### config.mk
export PLATFORM = sky130hd
export DESIGN_NAME = rvc_decode_top
export DESIGN_NICKNAME = d
export VERILOG_FILES = /design/src/logic/rvc_pkg.sv /design/src/logic/rvc_parcel_feed.sv /design/src/logic/rvc_expander.sv /design/src/logic/rvc_result_drain.sv /design/src/logic/rvc_decode_top.sv
export SDC_FILE = /design/constraint.sdc
export NUM_CORES = 1
export LEC_CHECK = 0
export BUFFER_PORTS_ARGS = -buffer_cell sky130_fd_sc_hd__buf_2
export CORE_MARGIN = 2
export CORE_UTILIZATION = 60
export CTS_BUF_LIST = sky130_fd_sc_hd__clkbuf_4 sky130_fd_sc_hd__clkbuf_8
export DETAILED_ROUTE_END_ITERATION = 7
export GPL_ROUTABILITY_DRIVEN = 1
export HOLD_SLACK_MARGIN = 0.02
export PLACE_DENSITY = 0.79
export SLEW_MARGIN = 25
export SYNTH_ARGS = -nofsm -noshare
export SYNTH_HDL_FRONTEND = slang
export SYNTH_SLANG_ARGS = --single-unit
### constraint.sdc
create_clock -name clk_i -period 6.52 [get_ports clk_i]
set_input_delay 1.304 -clock clk_i [delete_from_list [all_inputs] [get_ports clk_i]]
set_output_delay 1.304 -clock clk_i [all_outputs]
set_load 0.02 [all_outputs]
### src/logic/rvc_pkg.sv
`default_nettype none

package rvc_pkg;

    // ------------------------------------------------------------------------
    // sizes and register map
    // ------------------------------------------------------------------------
    localparam int NUM_LANES = 2;
    localparam int PARCEL_W  = 16;
    localparam int INSTR_W   = 32;

    localparam int ADDR_W = 2;
    localparam logic [ADDR_W-1:0] REG_PARCELS = 2'd0;
    localparam logic [ADDR_W-1:0] REG_INSTR0  = 2'd1;
    localparam logic [ADDR_W-1:0] REG_INSTR1  = 2'd2;
    localparam logic [ADDR_W-1:0] REG_STATUS  = 2'd3;

    // lane k flags sit at 1+2k (compressed) and 2+2k (illegal)
    localparam int STAT_VALID = 0;

    // ------------------------------------------------------------------------
    // compressed encoding
    // ------------------------------------------------------------------------
    localparam logic [1:0] QUAD_C0   = 2'b00;
    localparam logic [1:0] QUAD_C1   = 2'b01;
    localparam logic [1:0] QUAD_C2   = 2'b10;
    localparam logic [1:0] QUAD_NONE = 2'b11;

    localparam logic [2:0] F3_C0_ADDI4SPN = 3'b000;
    localparam logic [2:0] F3_C0_LW       = 3'b010;
    localparam logic [2:0] F3_C0_SW       = 3'b110;

    localparam logic [2:0] F3_C1_ADDI = 3'b000;
    localparam logic [2:0] F3_C1_JAL  = 3'b001;
    localparam logic [2:0] F3_C1_LI   = 3'b010;
    localparam logic [2:0] F3_C1_LUI  = 3'b011;
    localparam logic [2:0] F3_C1_MISC = 3'b100;
    localparam logic [2:0] F3_C1_J    = 3'b101;
    localparam logic [2:0] F3_C1_BEQZ = 3'b110;
    localparam logic [2:0] F3_C1_BNEZ = 3'b111;

    localparam logic [2:0] F3_C2_SLLI  = 3'b000;
    localparam logic [2:0] F3_C2_LWSP  = 3'b010;
    localparam logic [2:0] F3_C2_JR_MV = 3'b100;
    localparam logic [2:0] F3_C2_SWSP  = 3'b110;

    // misc-alu select in parcel bits [11:10]
    localparam logic [1:0] MISC_SRLI  = 2'b00;
    localparam logic [1:0] MISC_SRAI  = 2'b01;
    localparam logic [1:0] MISC_ANDI  = 2'b10;
    localparam logic [1:0] MISC_ARITH = 2'b11;

    // register-register select in {bit 12, bits [6:5]}
    localparam logic [2:0] ARITH_SUB = 3'b000;
    localparam logic [2:0] ARITH_XOR = 3'b001;
    localparam logic [2:0] ARITH_OR  = 3'b010;
    localparam logic [2:0] ARITH_AND = 3'b011;

    // ------------------------------------------------------------------------
    // RV32I targets
    // ------------------------------------------------------------------------
    localparam logic [6:0] OPC_OP_IMM = 7'b0010011;
    localparam logic [6:0] OPC_OP     = 7'b0110011;
    localparam logic [6:0] OPC_LUI    = 7'b0110111;
    localparam logic [6:0] OPC_LOAD   = 7'b0000011;
    localparam logic [6:0] OPC_STORE  = 7'b0100011;
    localparam logic [6:0] OPC_JAL    = 7'b1101111;
    localparam logic [6:0] OPC_JALR   = 7'b1100111;
    localparam logic [6:0] OPC_BRANCH = 7'b1100011;

    localparam logic [31:0] INSTR_EBREAK = 32'h0010_0073;
    localparam logic [4:0]  REG_SP       = 5'd2;
    localparam logic [4:0]  REG_RA       = 5'd1;

    typedef union packed {
        // full register formats (CI, CR, CSS)
        struct packed {
            logic [2:0] funct3;
            logic       imm_hi;
            logic [4:0] rd;
            logic [4:0] imm_lo;
            logic [1:0] op;
        } ci;
        // three-bit register formats (CL, CS, CA, CB)
        struct packed {
            logic [2:0] funct3;
            logic [2:0] imm_hi;
            logic [2:0] rs1p;
            logic [1:0] imm_lo;
            logic [2:0] rdp;
            logic [1:0] op;
        } cl;
    } c_parcel_u;

endpackage

`default_nettype wire

### src/logic/rvc_parcel_feed.sv
`timescale 1ns/10ps
`default_nettype none

module rvc_parcel_feed (
    input  logic                                            clk_i,
    input  logic                                            reset_i,
    input  logic                                            wb_cyc_i,
    input  logic                                            wb_stb_i,
    input  logic                                            wb_we_i,
    input  logic [rvc_pkg::ADDR_W-1:0]                      wb_adr_i,
    input  logic [31:0]                                     wb_dat_i,
    output logic                                            wb_ack_o,
    output logic                                            load_o,
    output logic [rvc_pkg::ADDR_W-1:0]                      rd_sel_o,
    output logic [rvc_pkg::NUM_LANES*rvc_pkg::PARCEL_W-1:0] parcels_o
);

    logic accept;
    logic fetch_wr;

    // a request is taken once in the cycle before its ack
    assign accept   = wb_cyc_i & wb_stb_i & ~wb_ack_o;
    assign fetch_wr = accept & wb_we_i & (wb_adr_i == rvc_pkg::REG_PARCELS);

    always_ff @(posedge clk_i) begin
        if (reset_i) begin
            wb_ack_o <= 1'b0;
            load_o   <= 1'b0;
        end else begin
            wb_ack_o <= accept;
            load_o   <= fetch_wr;
        end
    end

    // address held for the drain's read mux
    always_ff @(posedge clk_i) begin
        if (accept) begin
            rd_sel_o <= wb_adr_i;
        end
    end

    // low lane in the low half of the fetch word
    always_ff @(posedge clk_i) begin
        if (fetch_wr) begin
            parcels_o <= wb_dat_i;
        end
    end

endmodule

`default_nettype wire

### src/logic/rvc_expander.sv
`timescale 1ns/10ps
`default_nettype none

module rvc_expander (
    input  logic [rvc_pkg::PARCEL_W-1:0] parcel_i,
    output logic [rvc_pkg::INSTR_W-1:0]  instr_o,
    output logic                         compressed_o,
    output logic                         illegal_o
);

    rvc_pkg::c_parcel_u p;
    logic [4:0]  rd;
    logic [4:0]  rs2;
    logic [4:0]  rdp;
    logic [4:0]  rs1p;
    logic [11:0] imm6;
    logic [20:0] j_off;
    logic [12:0] b_off;
    logic [31:0] expanded;
    logic        bad;

    assign p    = parcel_i;
    assign rd   = p.ci.rd;
    assign rs2  = p.ci.imm_lo;
    // compact fields address x8..x15
    assign rdp  = {2'b01, p.cl.rdp};
    assign rs1p = {2'b01, p.cl.rs1p};
    assign imm6 = {{7{p.ci.imm_hi}}, p.ci.imm_lo};

    // jump and branch offsets with bit 0 always zero
    assign j_off = {{10{p[12]}}, p[8], p[10:9], p[6], p[7], p[2], p[11], p[5:3], 1'b0};
    assign b_off = {{5{p[12]}}, p[6:5], p[2], p[11:10], p[4:3], 1'b0};

    assign compressed_o = (p.ci.op != rvc_pkg::QUAD_NONE);

    // ------------------------------------------------------------------------
    // expansion by quadrant and funct3
    // ------------------------------------------------------------------------
    always_comb begin
        expanded = '0;
        bad      = 1'b0;
        case (p.ci.op)
            rvc_pkg::QUAD_C0: begin
                case (p.ci.funct3)
                    rvc_pkg::F3_C0_ADDI4SPN: begin
                        expanded = {2'b00, p[10:7], p[12:11], p[5], p[6], 2'b00, rvc_pkg::REG_SP,
                                    3'b000, rdp, rvc_pkg::OPC_OP_IMM};
                        bad      = (p[12:5] == 8'h00);
                    end
                    rvc_pkg::F3_C0_LW: begin
                        expanded = {5'b0, p.cl.imm_lo[0], p.cl.imm_hi, p.cl.imm_lo[1], 2'b00,
                                    rs1p, 3'b010, rdp, rvc_pkg::OPC_LOAD};
                    end
                    rvc_pkg::F3_C0_SW: begin
                        expanded = {5'b0, p[5], p[12], rdp, rs1p, 3'b010, p[11:10], p[6],
                                    2'b00, rvc_pkg::OPC_STORE};
                    end
                    // RV64 and floating-point slots land here
                    default: bad = 1'b1;
                endcase
            end

            rvc_pkg::QUAD_C1: begin
                case (p.ci.funct3)
                    rvc_pkg::F3_C1_ADDI: begin
                        expanded = {imm6, rd, 3'b000, rd, rvc_pkg::OPC_OP_IMM};
                    end
                    rvc_pkg::F3_C1_JAL, rvc_pkg::F3_C1_J: begin
                        expanded = {j_off[20], j_off[10:1], j_off[11], j_off[19:12],
                                    (p.ci.funct3 == rvc_pkg::F3_C1_JAL) ? rvc_pkg::REG_RA : 5'd0,
                                    rvc_pkg::OPC_JAL};
                    end
                    rvc_pkg::F3_C1_LI: begin
                        expanded = {imm6, 5'd0, 3'b000, rd, rvc_pkg::OPC_OP_IMM};
                    end
                    rvc_pkg::F3_C1_LUI: begin
                        if (rd == rvc_pkg::REG_SP) begin
                            // c.addi16sp
                            expanded = {{3{p[12]}}, p[4:3], p[5], p[2], p[6], 4'b0000,
                                        rvc_pkg::REG_SP, 3'b000, rvc_pkg::REG_SP,
                                        rvc_pkg::OPC_OP_IMM};
                        end else begin
                            expanded = {{15{p[12]}}, p[6:2], rd, rvc_pkg::OPC_LUI};
                        end
                        bad = ({p[12], p[6:2]} == 6'b0);
                    end
                    rvc_pkg::F3_C1_MISC: begin
                        case (p[11:10])
                            rvc_pkg::MISC_SRLI, rvc_pkg::MISC_SRAI: begin
                                expanded = {1'b0, p[10], 4'b0000, p[12], p[6:2], rs1p, 3'b101,
                                            rs1p, rvc_pkg::OPC_OP_IMM};
                            end
                            rvc_pkg::MISC_ANDI: begin
                                expanded = {imm6, rs1p, 3'b111, rs1p, rvc_pkg::OPC_OP_IMM};
                            end
                            default: begin
                                case ({p[12], p[6:5]})
                                    rvc_pkg::ARITH_SUB: begin
                                        expanded = {7'b0100000, rdp, rs1p, 3'b000, rs1p,
                                                    rvc_pkg::OPC_OP};
                                    end
                                    rvc_pkg::ARITH_XOR: begin
                                        expanded = {7'b0, rdp, rs1p, 3'b100, rs1p, rvc_pkg::OPC_OP};
                                    end
                                    rvc_pkg::ARITH_OR: begin
                                        expanded = {7'b0, rdp, rs1p, 3'b110, rs1p, rvc_pkg::OPC_OP};
                                    end
                                    rvc_pkg::ARITH_AND: begin
                                        expanded = {7'b0, rdp, rs1p, 3'b111, rs1p, rvc_pkg::OPC_OP};
                                    end
                                    // c.subw, c.addw and reserved
                                    default: bad = 1'b1;
                                endcase
                            end
                        endcase
                    end
                    // c.beqz and c.bnez where bit 13 picks bne
                    default: begin
                        expanded = {b_off[12], b_off[10:5], 5'd0, rs1p, 2'b00, p[13], b_off[4:1],
                                    b_off[11], rvc_pkg::OPC_BRANCH};
                    end
                endcase
            end

            rvc_pkg::QUAD_C2: begin
                case (p.ci.funct3)
                    rvc_pkg::F3_C2_SLLI: begin
                        expanded = {6'b0, p[12], p[6:2], rd, 3'b001, rd, rvc_pkg::OPC_OP_IMM};
                    end
                    rvc_pkg::F3_C2_LWSP: begin
                        expanded = {4'b0, p[3:2], p[12], p[6:4], 2'b00, rvc_pkg::REG_SP, 3'b010,
                                    rd, rvc_pkg::OPC_LOAD};
                        bad      = (rd == 5'd0);
                    end
                    rvc_pkg::F3_C2_JR_MV: begin
                        if (!p[12]) begin
                            if (rs2 == 5'd0) begin
                                // c.jr
                                expanded = {12'h000, rd, 3'b000, 5'd0, rvc_pkg::OPC_JALR};
                                bad      = (rd == 5'd0);
                            end else begin
                                expanded = {7'b0, rs2, 5'd0, 3'b000, rd, rvc_pkg::OPC_OP};
                            end
                        end else if (rs2 == 5'd0 && rd == 5'd0) begin
                            expanded = rvc_pkg::INSTR_EBREAK;
                        end else if (rs2 == 5'd0) begin
                            expanded = {12'h000, rd, 3'b000, rvc_pkg::REG_RA, rvc_pkg::OPC_JALR};
                        end else begin
                            expanded = {7'b0, rs2, rd, 3'b000, rd, rvc_pkg::OPC_OP};
                        end
                    end
                    rvc_pkg::F3_C2_SWSP: begin
                        expanded = {4'b0, p[8:7], p[12], rs2, rvc_pkg::REG_SP, 3'b010, p[11:9],
                                    2'b00, rvc_pkg::OPC_STORE};
                    end
                    default: bad = 1'b1;
                endcase
            end

            default: expanded = '0;
        endcase
    end

    assign illegal_o = bad;
    // illegal and full-width parcels pass through zero-extended
    assign instr_o   = (bad || !compressed_o) ?
                       {{(rvc_pkg::INSTR_W-rvc_pkg::PARCEL_W){1'b0}}, parcel_i} : expanded;

endmodule

`default_nettype wire

### src/logic/rvc_result_drain.sv
`timescale 1ns/10ps
`default_nettype none

module rvc_result_drain (
    input  logic                                           clk_i,
    input  logic                                           reset_i,
    input  logic                                           load_i,
    input  logic [rvc_pkg::ADDR_W-1:0]                     rd_sel_i,
    input  logic [rvc_pkg::NUM_LANES*rvc_pkg::INSTR_W-1:0] lane_instr_i,
    input  logic [rvc_pkg::NUM_LANES-1:0]                  lane_compressed_i,
    input  logic [rvc_pkg::NUM_LANES-1:0]                  lane_illegal_i,
    output logic [31:0]                                    wb_dat_o
);

    logic [rvc_pkg::NUM_LANES*rvc_pkg::INSTR_W-1:0] instr_q;
    logic [rvc_pkg::NUM_LANES-1:0]                  compressed_q;
    logic [rvc_pkg::NUM_LANES-1:0]                  illegal_q;
    logic                                           valid_q;
    logic [31:0]                                    status;

    always_ff @(posedge clk_i) begin
        if (reset_i) begin
            instr_q      <= '0;
            compressed_q <= '0;
            illegal_q    <= '0;
            valid_q      <= 1'b0;
        end else if (load_i) begin
            instr_q      <= lane_instr_i;
            compressed_q <= lane_compressed_i;
            illegal_q    <= lane_illegal_i;
            valid_q      <= 1'b1;
        end
    end

    // valid in bit 0, then a compressed/illegal pair per lane
    always_comb begin
        status                      = '0;
        status[rvc_pkg::STAT_VALID] = valid_q;
        for (int k = 0; k < rvc_pkg::NUM_LANES; k++) begin
            status[1+2*k] = compressed_q[k];
            status[2+2*k] = illegal_q[k];
        end
    end

    always_comb begin
        case (rd_sel_i)
            rvc_pkg::REG_INSTR0: wb_dat_o = instr_q[0 +: rvc_pkg::INSTR_W];
            rvc_pkg::REG_INSTR1: wb_dat_o = instr_q[rvc_pkg::INSTR_W +: rvc_pkg::INSTR_W];
            rvc_pkg::REG_STATUS: wb_dat_o = status;
            // fetch register is write only
            default:             wb_dat_o = '0;
        endcase
    end

endmodule

`default_nettype wire

### src/logic/rvc_decode_top.sv
`timescale 1ns/10ps
`default_nettype none

module rvc_decode_top (
    input  logic                         clk_i,
    input  logic                         reset_i,
    input  logic                         wb_cyc_i,
    input  logic                         wb_stb_i,
    input  logic                         wb_we_i,
    input  logic [rvc_pkg::ADDR_W-1:0]   wb_adr_i,
    input  logic [31:0]                  wb_dat_i,
    output logic                         wb_ack_o,
    output logic [31:0]                  wb_dat_o
);

    logic                                            load;
    logic [rvc_pkg::ADDR_W-1:0]                      rd_sel;
    logic [rvc_pkg::NUM_LANES*rvc_pkg::PARCEL_W-1:0] parcels;
    logic [rvc_pkg::NUM_LANES*rvc_pkg::INSTR_W-1:0]  lane_instr;
    logic [rvc_pkg::NUM_LANES-1:0]                   lane_compressed;
    logic [rvc_pkg::NUM_LANES-1:0]                   lane_illegal;

    rvc_parcel_feed i_parcel_feed (
        .clk_i     (clk_i),
        .reset_i   (reset_i),
        .wb_cyc_i  (wb_cyc_i),
        .wb_stb_i  (wb_stb_i),
        .wb_we_i   (wb_we_i),
        .wb_adr_i  (wb_adr_i),
        .wb_dat_i  (wb_dat_i),
        .wb_ack_o  (wb_ack_o),
        .load_o    (load),
        .rd_sel_o  (rd_sel),
        .parcels_o (parcels)
    );

    // one decode lane per parcel of the fetch word
    for (genvar k = 0; k < rvc_pkg::NUM_LANES; k++) begin : g_lane
        rvc_expander i_expander (
            .parcel_i     (parcels[k*rvc_pkg::PARCEL_W +: rvc_pkg::PARCEL_W]),
            .instr_o      (lane_instr[k*rvc_pkg::INSTR_W +: rvc_pkg::INSTR_W]),
            .compressed_o (lane_compressed[k]),
            .illegal_o    (lane_illegal[k])
        );
    end

    rvc_result_drain i_result_drain (
        .clk_i             (clk_i),
        .reset_i           (reset_i),
        .load_i            (load),
        .rd_sel_i          (rd_sel),
        .lane_instr_i      (lane_instr),
        .lane_compressed_i (lane_compressed),
        .lane_illegal_i    (lane_illegal),
        .wb_dat_o          (wb_dat_o)
    );

endmodule

`default_nettype wire

; ---- Yosys cells after proc, flatten, opt, wreduce, memory -nomap -nowiden
; Index checks and enable logic that the tools add are counted.
[totals]
reg_bits = 105
latch_bits = 0
mem_bits_rw = 0
rom_bits = 0
inputBits = 39
out_inout_bits = 33
wordCells = 124
mem_count = 0
[op_classes]
add_sub_neg = 0
mul = 0
div_mod_pow = 0
order_cmp = 0
n_eq_ne = 33
shifts = 0
n_mux = 43
bitwise_logic = 5
n_reduce_logical = 35
[op_table]
columns = operator, n
row1 = $pmux 32 s5, 2
row2 = $pmux 32 s3, 3
row3 = $pmux 32 s4, 2
row4 = $pmux 31 s4, 2
row5 = $mux 32, 6
row6 = $pmux 30 s3, 2
row7 = $pmux 32 s2, 2
row8 = $mux 25, 4
row9 = $mux 29, 2
row10 = $eq 3x2->1 const B, 8
row11 = $logic_not 5->1, 4
row12 = $eq 3x3->1 const B, 6
row13 = $logic_not 8->1, 2
row14 = $reduce_or 2->1, 8
row15 = $eq 2x2->1 const B, 6
row16 = $eq 3x1->1 const B, 4
row17 = $logic_not 3->1, 4
row18 = $logic_not 6->1, 2
row19 = $pmux 1 s3, 4
row20 = $eq 2x1->1 const B, 5
row21 = $eq 5x2->1 const B, 2
row22 = $logic_not 2->1, 5
row23 = $mux 1, 10
row24 = $pmux 1 s2, 4
row25 = other kinds (8), 17

; ---- Longest topological paths before layout
[depth]
depth_word = 8
depth_mapped = 9
depth_no_buf = 6

; ---- Modules after synthesis
; A second synthesis with hierarchy kept.
[hier_totals]
hier_cells = 864
hier_area_um2 = 7285.7
[modules_own_cells]
columns = module, n_inst, cells_per_inst, area_per_inst_um2, seq_area_each_um2
row1 = rvc_expander, 2, 276, 1635.3, 0.0
row2 = rvc_result_drain, 1, 270, 2916.5, 1381.3
row3 = rvc_parcel_feed, 1, 42, 1098.6, 1061.0

; ---- Worst setup path before layout
; Ideal clock, no wire load.
[synth_timing]
path_kind = input to register
from = input port wb_cyc_i
to = register i_parcel_feed.parcels_o[0] (netlist name), enable pin
setup_time_ns = 0.515
arrival_time_ns = 5.041
t_required_ns = 6.005
path_slack_ns = 0.965
cell_stages = 3
n_path_buf = 0
cell_sequence = nand2_1 or2_2 nor4b_1
[synth_between]
elab_chain_cells = 4
[synth_rtl]
columns = item, line
row1 = start: declaration, rvc_decode_top.sv:7  ; input logic wb_cyc_i,
row2 = $and 1x1->1 (2 in a row), rvc_parcel_feed.sv:22  ; assign accept = wb_cyc_i & wb_stb_i & ~wb_ack_o;
row3 = $and 1x1->1 (2 in a row), rvc_parcel_feed.sv:23  ; assign fetch_wr = accept & wb_we_i & (wb_adr_i == rvc_pkg::REG_PARCELS);
row4 = via i_parcel_feed.fetch_wr, rvc_parcel_feed.sv:19  ; logic fetch_wr;
row5 = end signal: assignment, rvc_parcel_feed.sv:45  ; parcels_o <= wb_dat_i;
row6 = end: declaration, rvc_parcel_feed.sv:15  ; output logic [rvc_pkg::NUM_LANES*rvc_pkg::PARCEL_W-1:0] parcels_o
; The timed path passes the listed nets, and every way through them passes these cells.
; A chain may end at the register's enable or synchronous reset.

; ---- Worst setup path after layout
[layout_timing]
from = register i_parcel_feed.rd_sel_o[1] (netlist name)
to = output port wb_dat_o[10]
[layout_between]
elab_chain_cells = 2
word_cells_on_any_way = 4
[layout_rtl]
columns = item, line
row1 = start: declaration, rvc_parcel_feed.sv:14  ; output logic [rvc_pkg::ADDR_W-1:0] rd_sel_o,
row2 = start signal: assignment, rvc_parcel_feed.sv:38  ; rd_sel_o <= wb_adr_i;
row3 = $eq 2x2->1 or $eq 2x1->1 (tied branches), rvc_result_drain.sv:46  ; case (rd_sel_i)
row4 = $pmux 32 s3 *, rvc_result_drain.sv:46
row5 = end: declaration, rvc_decode_top.sv:13  ; output logic [31:0] wb_dat_o
; Every way passes the cells marked *; elsewhere a longest branch is shown, timed or not.

==> impl.org <==
** Synthesis
- Cell types with the largest area share after synthesis :: sky130_fd_sc_hd__dfxtp_1 20%, sky130_fd_sc_hd__edfxtp_1 15%, sky130_fd_sc_hd__a21oi_1 5.2%, sky130_fd_sc_hd__nand2_1 4.7%, sky130_fd_sc_hd__nor2_1 4.3%
- Each instance of the synthesized netlist takes up on average 7.84 um^2.
- Counting flops with a built-in enable in the synthesized netlist gives 34.
- Async SR Flop Fraction :: 0%
- Summed over its instances, the top area cell type makes up 20.4% of the synthesized netlist area.
- Synthesis produced a netlist with a net count of 928.
- Yosys warnings :: 0
- Synthesis inferred 105 register bits.
- The synthesized netlist occupies a cell area of 0.00697 mm^2.
- Syn Inst Count :: 889
- Yosys cell types :: 72
- The most used flip-flop cell after synthesis is sky130_fd_sc_hd__dfxtp_1.
- Most area-hungry cell type in the Yosys netlist :: sky130_fd_sc_hd__dfxtp_1
- Share of the yosys chip area belonging to registers :: 35.0%

** GRT
- Global-route wire length before repair :: 39,700 um
- Number of antenna violations at the first check in global routing :: 1
- Global routing used 17.1% of the available met3 tracks.
- Vias in the first global route :: 7,023
- For this run, global-route usage on met2 was measured as 54.4%.
- After global routing, the most crowded layer is met1.
- Entering global routing, the biggest net connects 64 pins.
- Met1 track utilization from global routing :: 57.8%
- Overall routing resource usage :: 40.6%
- The total overflow left after global routing is 0.

** Critical path
- The setup check on the worst reg-to-reg path leaves a slack of 3380 ps.
- Among all stages on the critical path, the largest delay is contributed by sky130_fd_sc_hd__nor2b_4.
- The worst register-to-register path begins at i_parcel_feed.parcels_o[1].
- The critical path starts at i_parcel_feed.rd_sel_o[1].
- Worst Setup End Kind :: primary output
- Nature of the critical path startpoint :: register
- For this run, the slowest stage of the critical path takes 680 ps.
- Data arrives at the worst endpoint at 2070 ps.
- Critical-path maximum fanout :: 32
- Critical path, cell by cell :: nor2b_4 > a22o_1 > buf_2
- STA puts the critical path data required time at 5220 ps.
- Setup Crit Path Kind :: reg2out

** Power and ir drop
- VDD sags by at most 157 uV.
- The analysis attributes to cell leakage a power of 0.00272 uW.
- Dividing total power by cell area gives a power density of 156 mW/mm^2.

** Job
- Count of max-cap constraint violations :: 0

** Clocking
- Maximum clock insertion buffer count :: 2
- Clk sink count :: 105
- Post-CTS repair changed the size of 0 cells.
- Clock-pin slew was measured on the worst setup and hold paths at 90 ps.
- The number of clock buffers added by TritonCTS is 9.
- Number of H-tree levels :: 3
- Once the clock tree was built, the setup fixing pass inserted 0 buffers.
- Root Buffer :: sky130_fd_sc_hd__clkbuf_8
- In this run, post-CTS hold repair placed 0 buffers.
- The clock reaches the later pin of the worst-skew pair after 390 ps.
- TritonCTS built the clock tree.

** Placed design
- In this run the tool buffered the top-level ports with 71 buffer cells.
- The congestion estimate from routability-driven global placement came to 1.07.
- Placed cell areas :: 0.00728 mm^2
- Detailed placement finished with a half-perimeter wire length of 18,100 um.

** STA
- Period minus WS final :: 3370 ps
- The final hold violation count was 0.
- Worst slew margin :: 32.4%
- Setup tns final :: 0 ps
- Of the available clock period, the critical path in the final layout requires 51.7%.
- Max-slew violation count :: 0
- For this run, the top clock speed supported by timing is 296 MHz.
- Setup violations remaining at the end of the flow were counted as 0.
- Setup repair after global routing left no endpoint under its margin.
- Slew of the pin with the lowest slew margin :: 1010 ps
- Clock tree skew after final layout :: 8.28 ps

** Final layout
- Antenna fix cells :: 0
- Final standard cell utilization of the core :: 65.9%
- Fraction of layout instances using a drive strength above 1 :: 14.2%
- Relative to the synthesized area, the layout overhead comes to 7.46%.
- For this run, the post-layout net count is 934.
- The finished cells cover 0.00749 mm^2.

** Routing
- Wires add up to 25,400 um.
- Once detail routing completed, the nets flagged for antenna violations numbered 0.
- Post-detailed-route DRC marker count :: 13
- In this run, the number of DRC markers left after iteration 0 of detailed routing was 1,659.
- In the final routed layout, each cell accounts on average for 24.4 um.
- Number of search-and-repair iterations in the first detailed-routing pass :: 8
- Vias per cell :: 7.47
- Overall via count from detail_route :: 7,790

** Status
- Run status :: finished with violations
- Violated checks :: DRC

** Floorplanning
- Total Die Area :: 0.0125 mm^2
- Die W :: 112 um
- Chip height :: 112 um
- 72 I/O pins were placed.
- Row generation in the floorplan step produced 39 rows.
- Once the floorplan was initialized, standard cells occupied 61.3% of the core.
- Core area :: 0.0114 mm^2

** Min path
- The startpoint identified for the worst hold timing path is i_result_drain.instr_q[39].
- In this run the worst hold path is classified as reg2reg.
area by class of cell:
type,count,area [um^2]
Tap cell,143,179
Clock inverter,5,51.3
Fill cell,956,3870
Sequential cell,105,2440
Inverter,17,63.8
Timing Repair Buffer,89,490
Multi-Input combinational cell,673,4120
Clock buffer,11,151
through the flow:
step | instances | setup WS [ps] | power [uW] | hold WS, ps
2_1_floorplan | 889 | 965 | 746 | 425
3_3_place_gp | 1027 | 3390 | 772 | 455
3_5_place_dp | 1027 | 3240 | 775 | 462
4_1_cts | 1043 | 2820 | 1170 | 481
5_1_grt | 1043 | 3040 | 1210 | 494
6_report | 1043 | 3150 | 1170 | 484
cells by family after synthesis:
kind of cell           share of synthesized area (%)
multiplexers                                    2.10
flip-flops                                      35.0
AND/OR/NAND/NOR                                 22.3
buffers and inverters                           6.40
AO/OA/AOI/OAI                                   34.2
report_power, final:
part,switching (uW),total [uW],internal (uW),leakage (uW)
combinational,49.0,74.7,25.8,0.00173
sequential,9.44,689,680,0.000880
clock,226,407,182,0.000105
total,284,1170,887,0.00272
cell usage in the layout, fill, tap and decap left out, types with 15 or more instances in the layout:
cell type and n:
sky130_fd_sc_hd__o21ai_0 60, sky130_fd_sc_hd__a311oi_1 15, sky130_fd_sc_hd__a22o_1 33, sky130_fd_sc_hd__nand3_1 24, sky130_fd_sc_hd__nand2_1 88, sky130_fd_sc_hd__nor3_1 27
sky130_fd_sc_hd__nor2_1 80, sky130_fd_sc_hd__o211ai_1 18, sky130_fd_sc_hd__nand2b_1 19, sky130_fd_sc_hd__a21oi_1 73, sky130_fd_sc_hd__inv_1 16, sky130_fd_sc_hd__buf_4 18
sky130_fd_sc_hd__buf_2 71, sky130_fd_sc_hd__dfxtp_1 70, sky130_fd_sc_hd__edfxtp_1 34
registers in the layout (all words and copies together), names as in the netlist:
signal	flops
i_parcel_feed.load_o	1
i_parcel_feed.parcels_o	32
i_parcel_feed.rd_sel_o	2
i_parcel_feed.wb_ack_o	1
i_result_drain.compressed_q	2
i_result_drain.illegal_q	2
i_result_drain.instr_q	64
i_result_drain.valid_q	1
Yosys cell counts, types with 4 or more instances:
cell type                  instances
sky130_fd_sc_hd__a211oi_1         14
sky130_fd_sc_hd__a21boi_0          5
sky130_fd_sc_hd__a21o_1            7
sky130_fd_sc_hd__a21oi_1          73
sky130_fd_sc_hd__a221oi_1          9
sky130_fd_sc_hd__a222oi_1          4
sky130_fd_sc_hd__a22o_1           33
sky130_fd_sc_hd__a22oi_1           5
sky130_fd_sc_hd__a311oi_1         15
sky130_fd_sc_hd__a31oi_1          12
sky130_fd_sc_hd__a32o_1            7
sky130_fd_sc_hd__a32oi_1           7
sky130_fd_sc_hd__and2_1           10
sky130_fd_sc_hd__and3_1            9
sky130_fd_sc_hd__buf_1            13
sky130_fd_sc_hd__buf_2             6
sky130_fd_sc_hd__clkbuf_1         72
sky130_fd_sc_hd__dfxtp_1          71
sky130_fd_sc_hd__edfxtp_1         34
sky130_fd_sc_hd__inv_1            16
sky130_fd_sc_hd__mux2_2            5
sky130_fd_sc_hd__mux2i_1           9
sky130_fd_sc_hd__nand2_1          88
sky130_fd_sc_hd__nand2b_1         19
sky130_fd_sc_hd__nand3_1          24
sky130_fd_sc_hd__nand4_1           9
sky130_fd_sc_hd__nor2_1           80
sky130_fd_sc_hd__nor2b_1          15
sky130_fd_sc_hd__nor3_1           27
sky130_fd_sc_hd__nor4_1            6
sky130_fd_sc_hd__o211ai_1         18
sky130_fd_sc_hd__o21a_1            4
sky130_fd_sc_hd__o21ai_0          60
sky130_fd_sc_hd__o21ai_1           5
sky130_fd_sc_hd__o221ai_1          4
sky130_fd_sc_hd__o22ai_1          10
sky130_fd_sc_hd__o31ai_1          10
sky130_fd_sc_hd__or3_1             6
critical path: cells and delay by family, from the launching register on:
kind / cells / cell delay (ps)
buffers and inverters: 1 / 170
AND/OR/NAND/NOR: 1 / 680
AO/OA/AOI/OAI: 1 / 270
flip-flops: 1 / 550
per-layer routing:
metal	part of all wire, %	wire length (um)
met1	39	9800
met2	40	10100
met3	18	4500
met4	4.1	1050
met5	0	0
path summary, 6_finish.rpt:
kind,end,cells past startpoint
setup / recovery,wb_dat_o[10],3
setup reg to reg,i_result_drain.instr_q[7],7
hold / removal,i_result_drain.instr_q[39],2
hold reg to reg,i_result_drain.instr_q[39],2
Note: power is estimated with default switching activity, not from simulation.
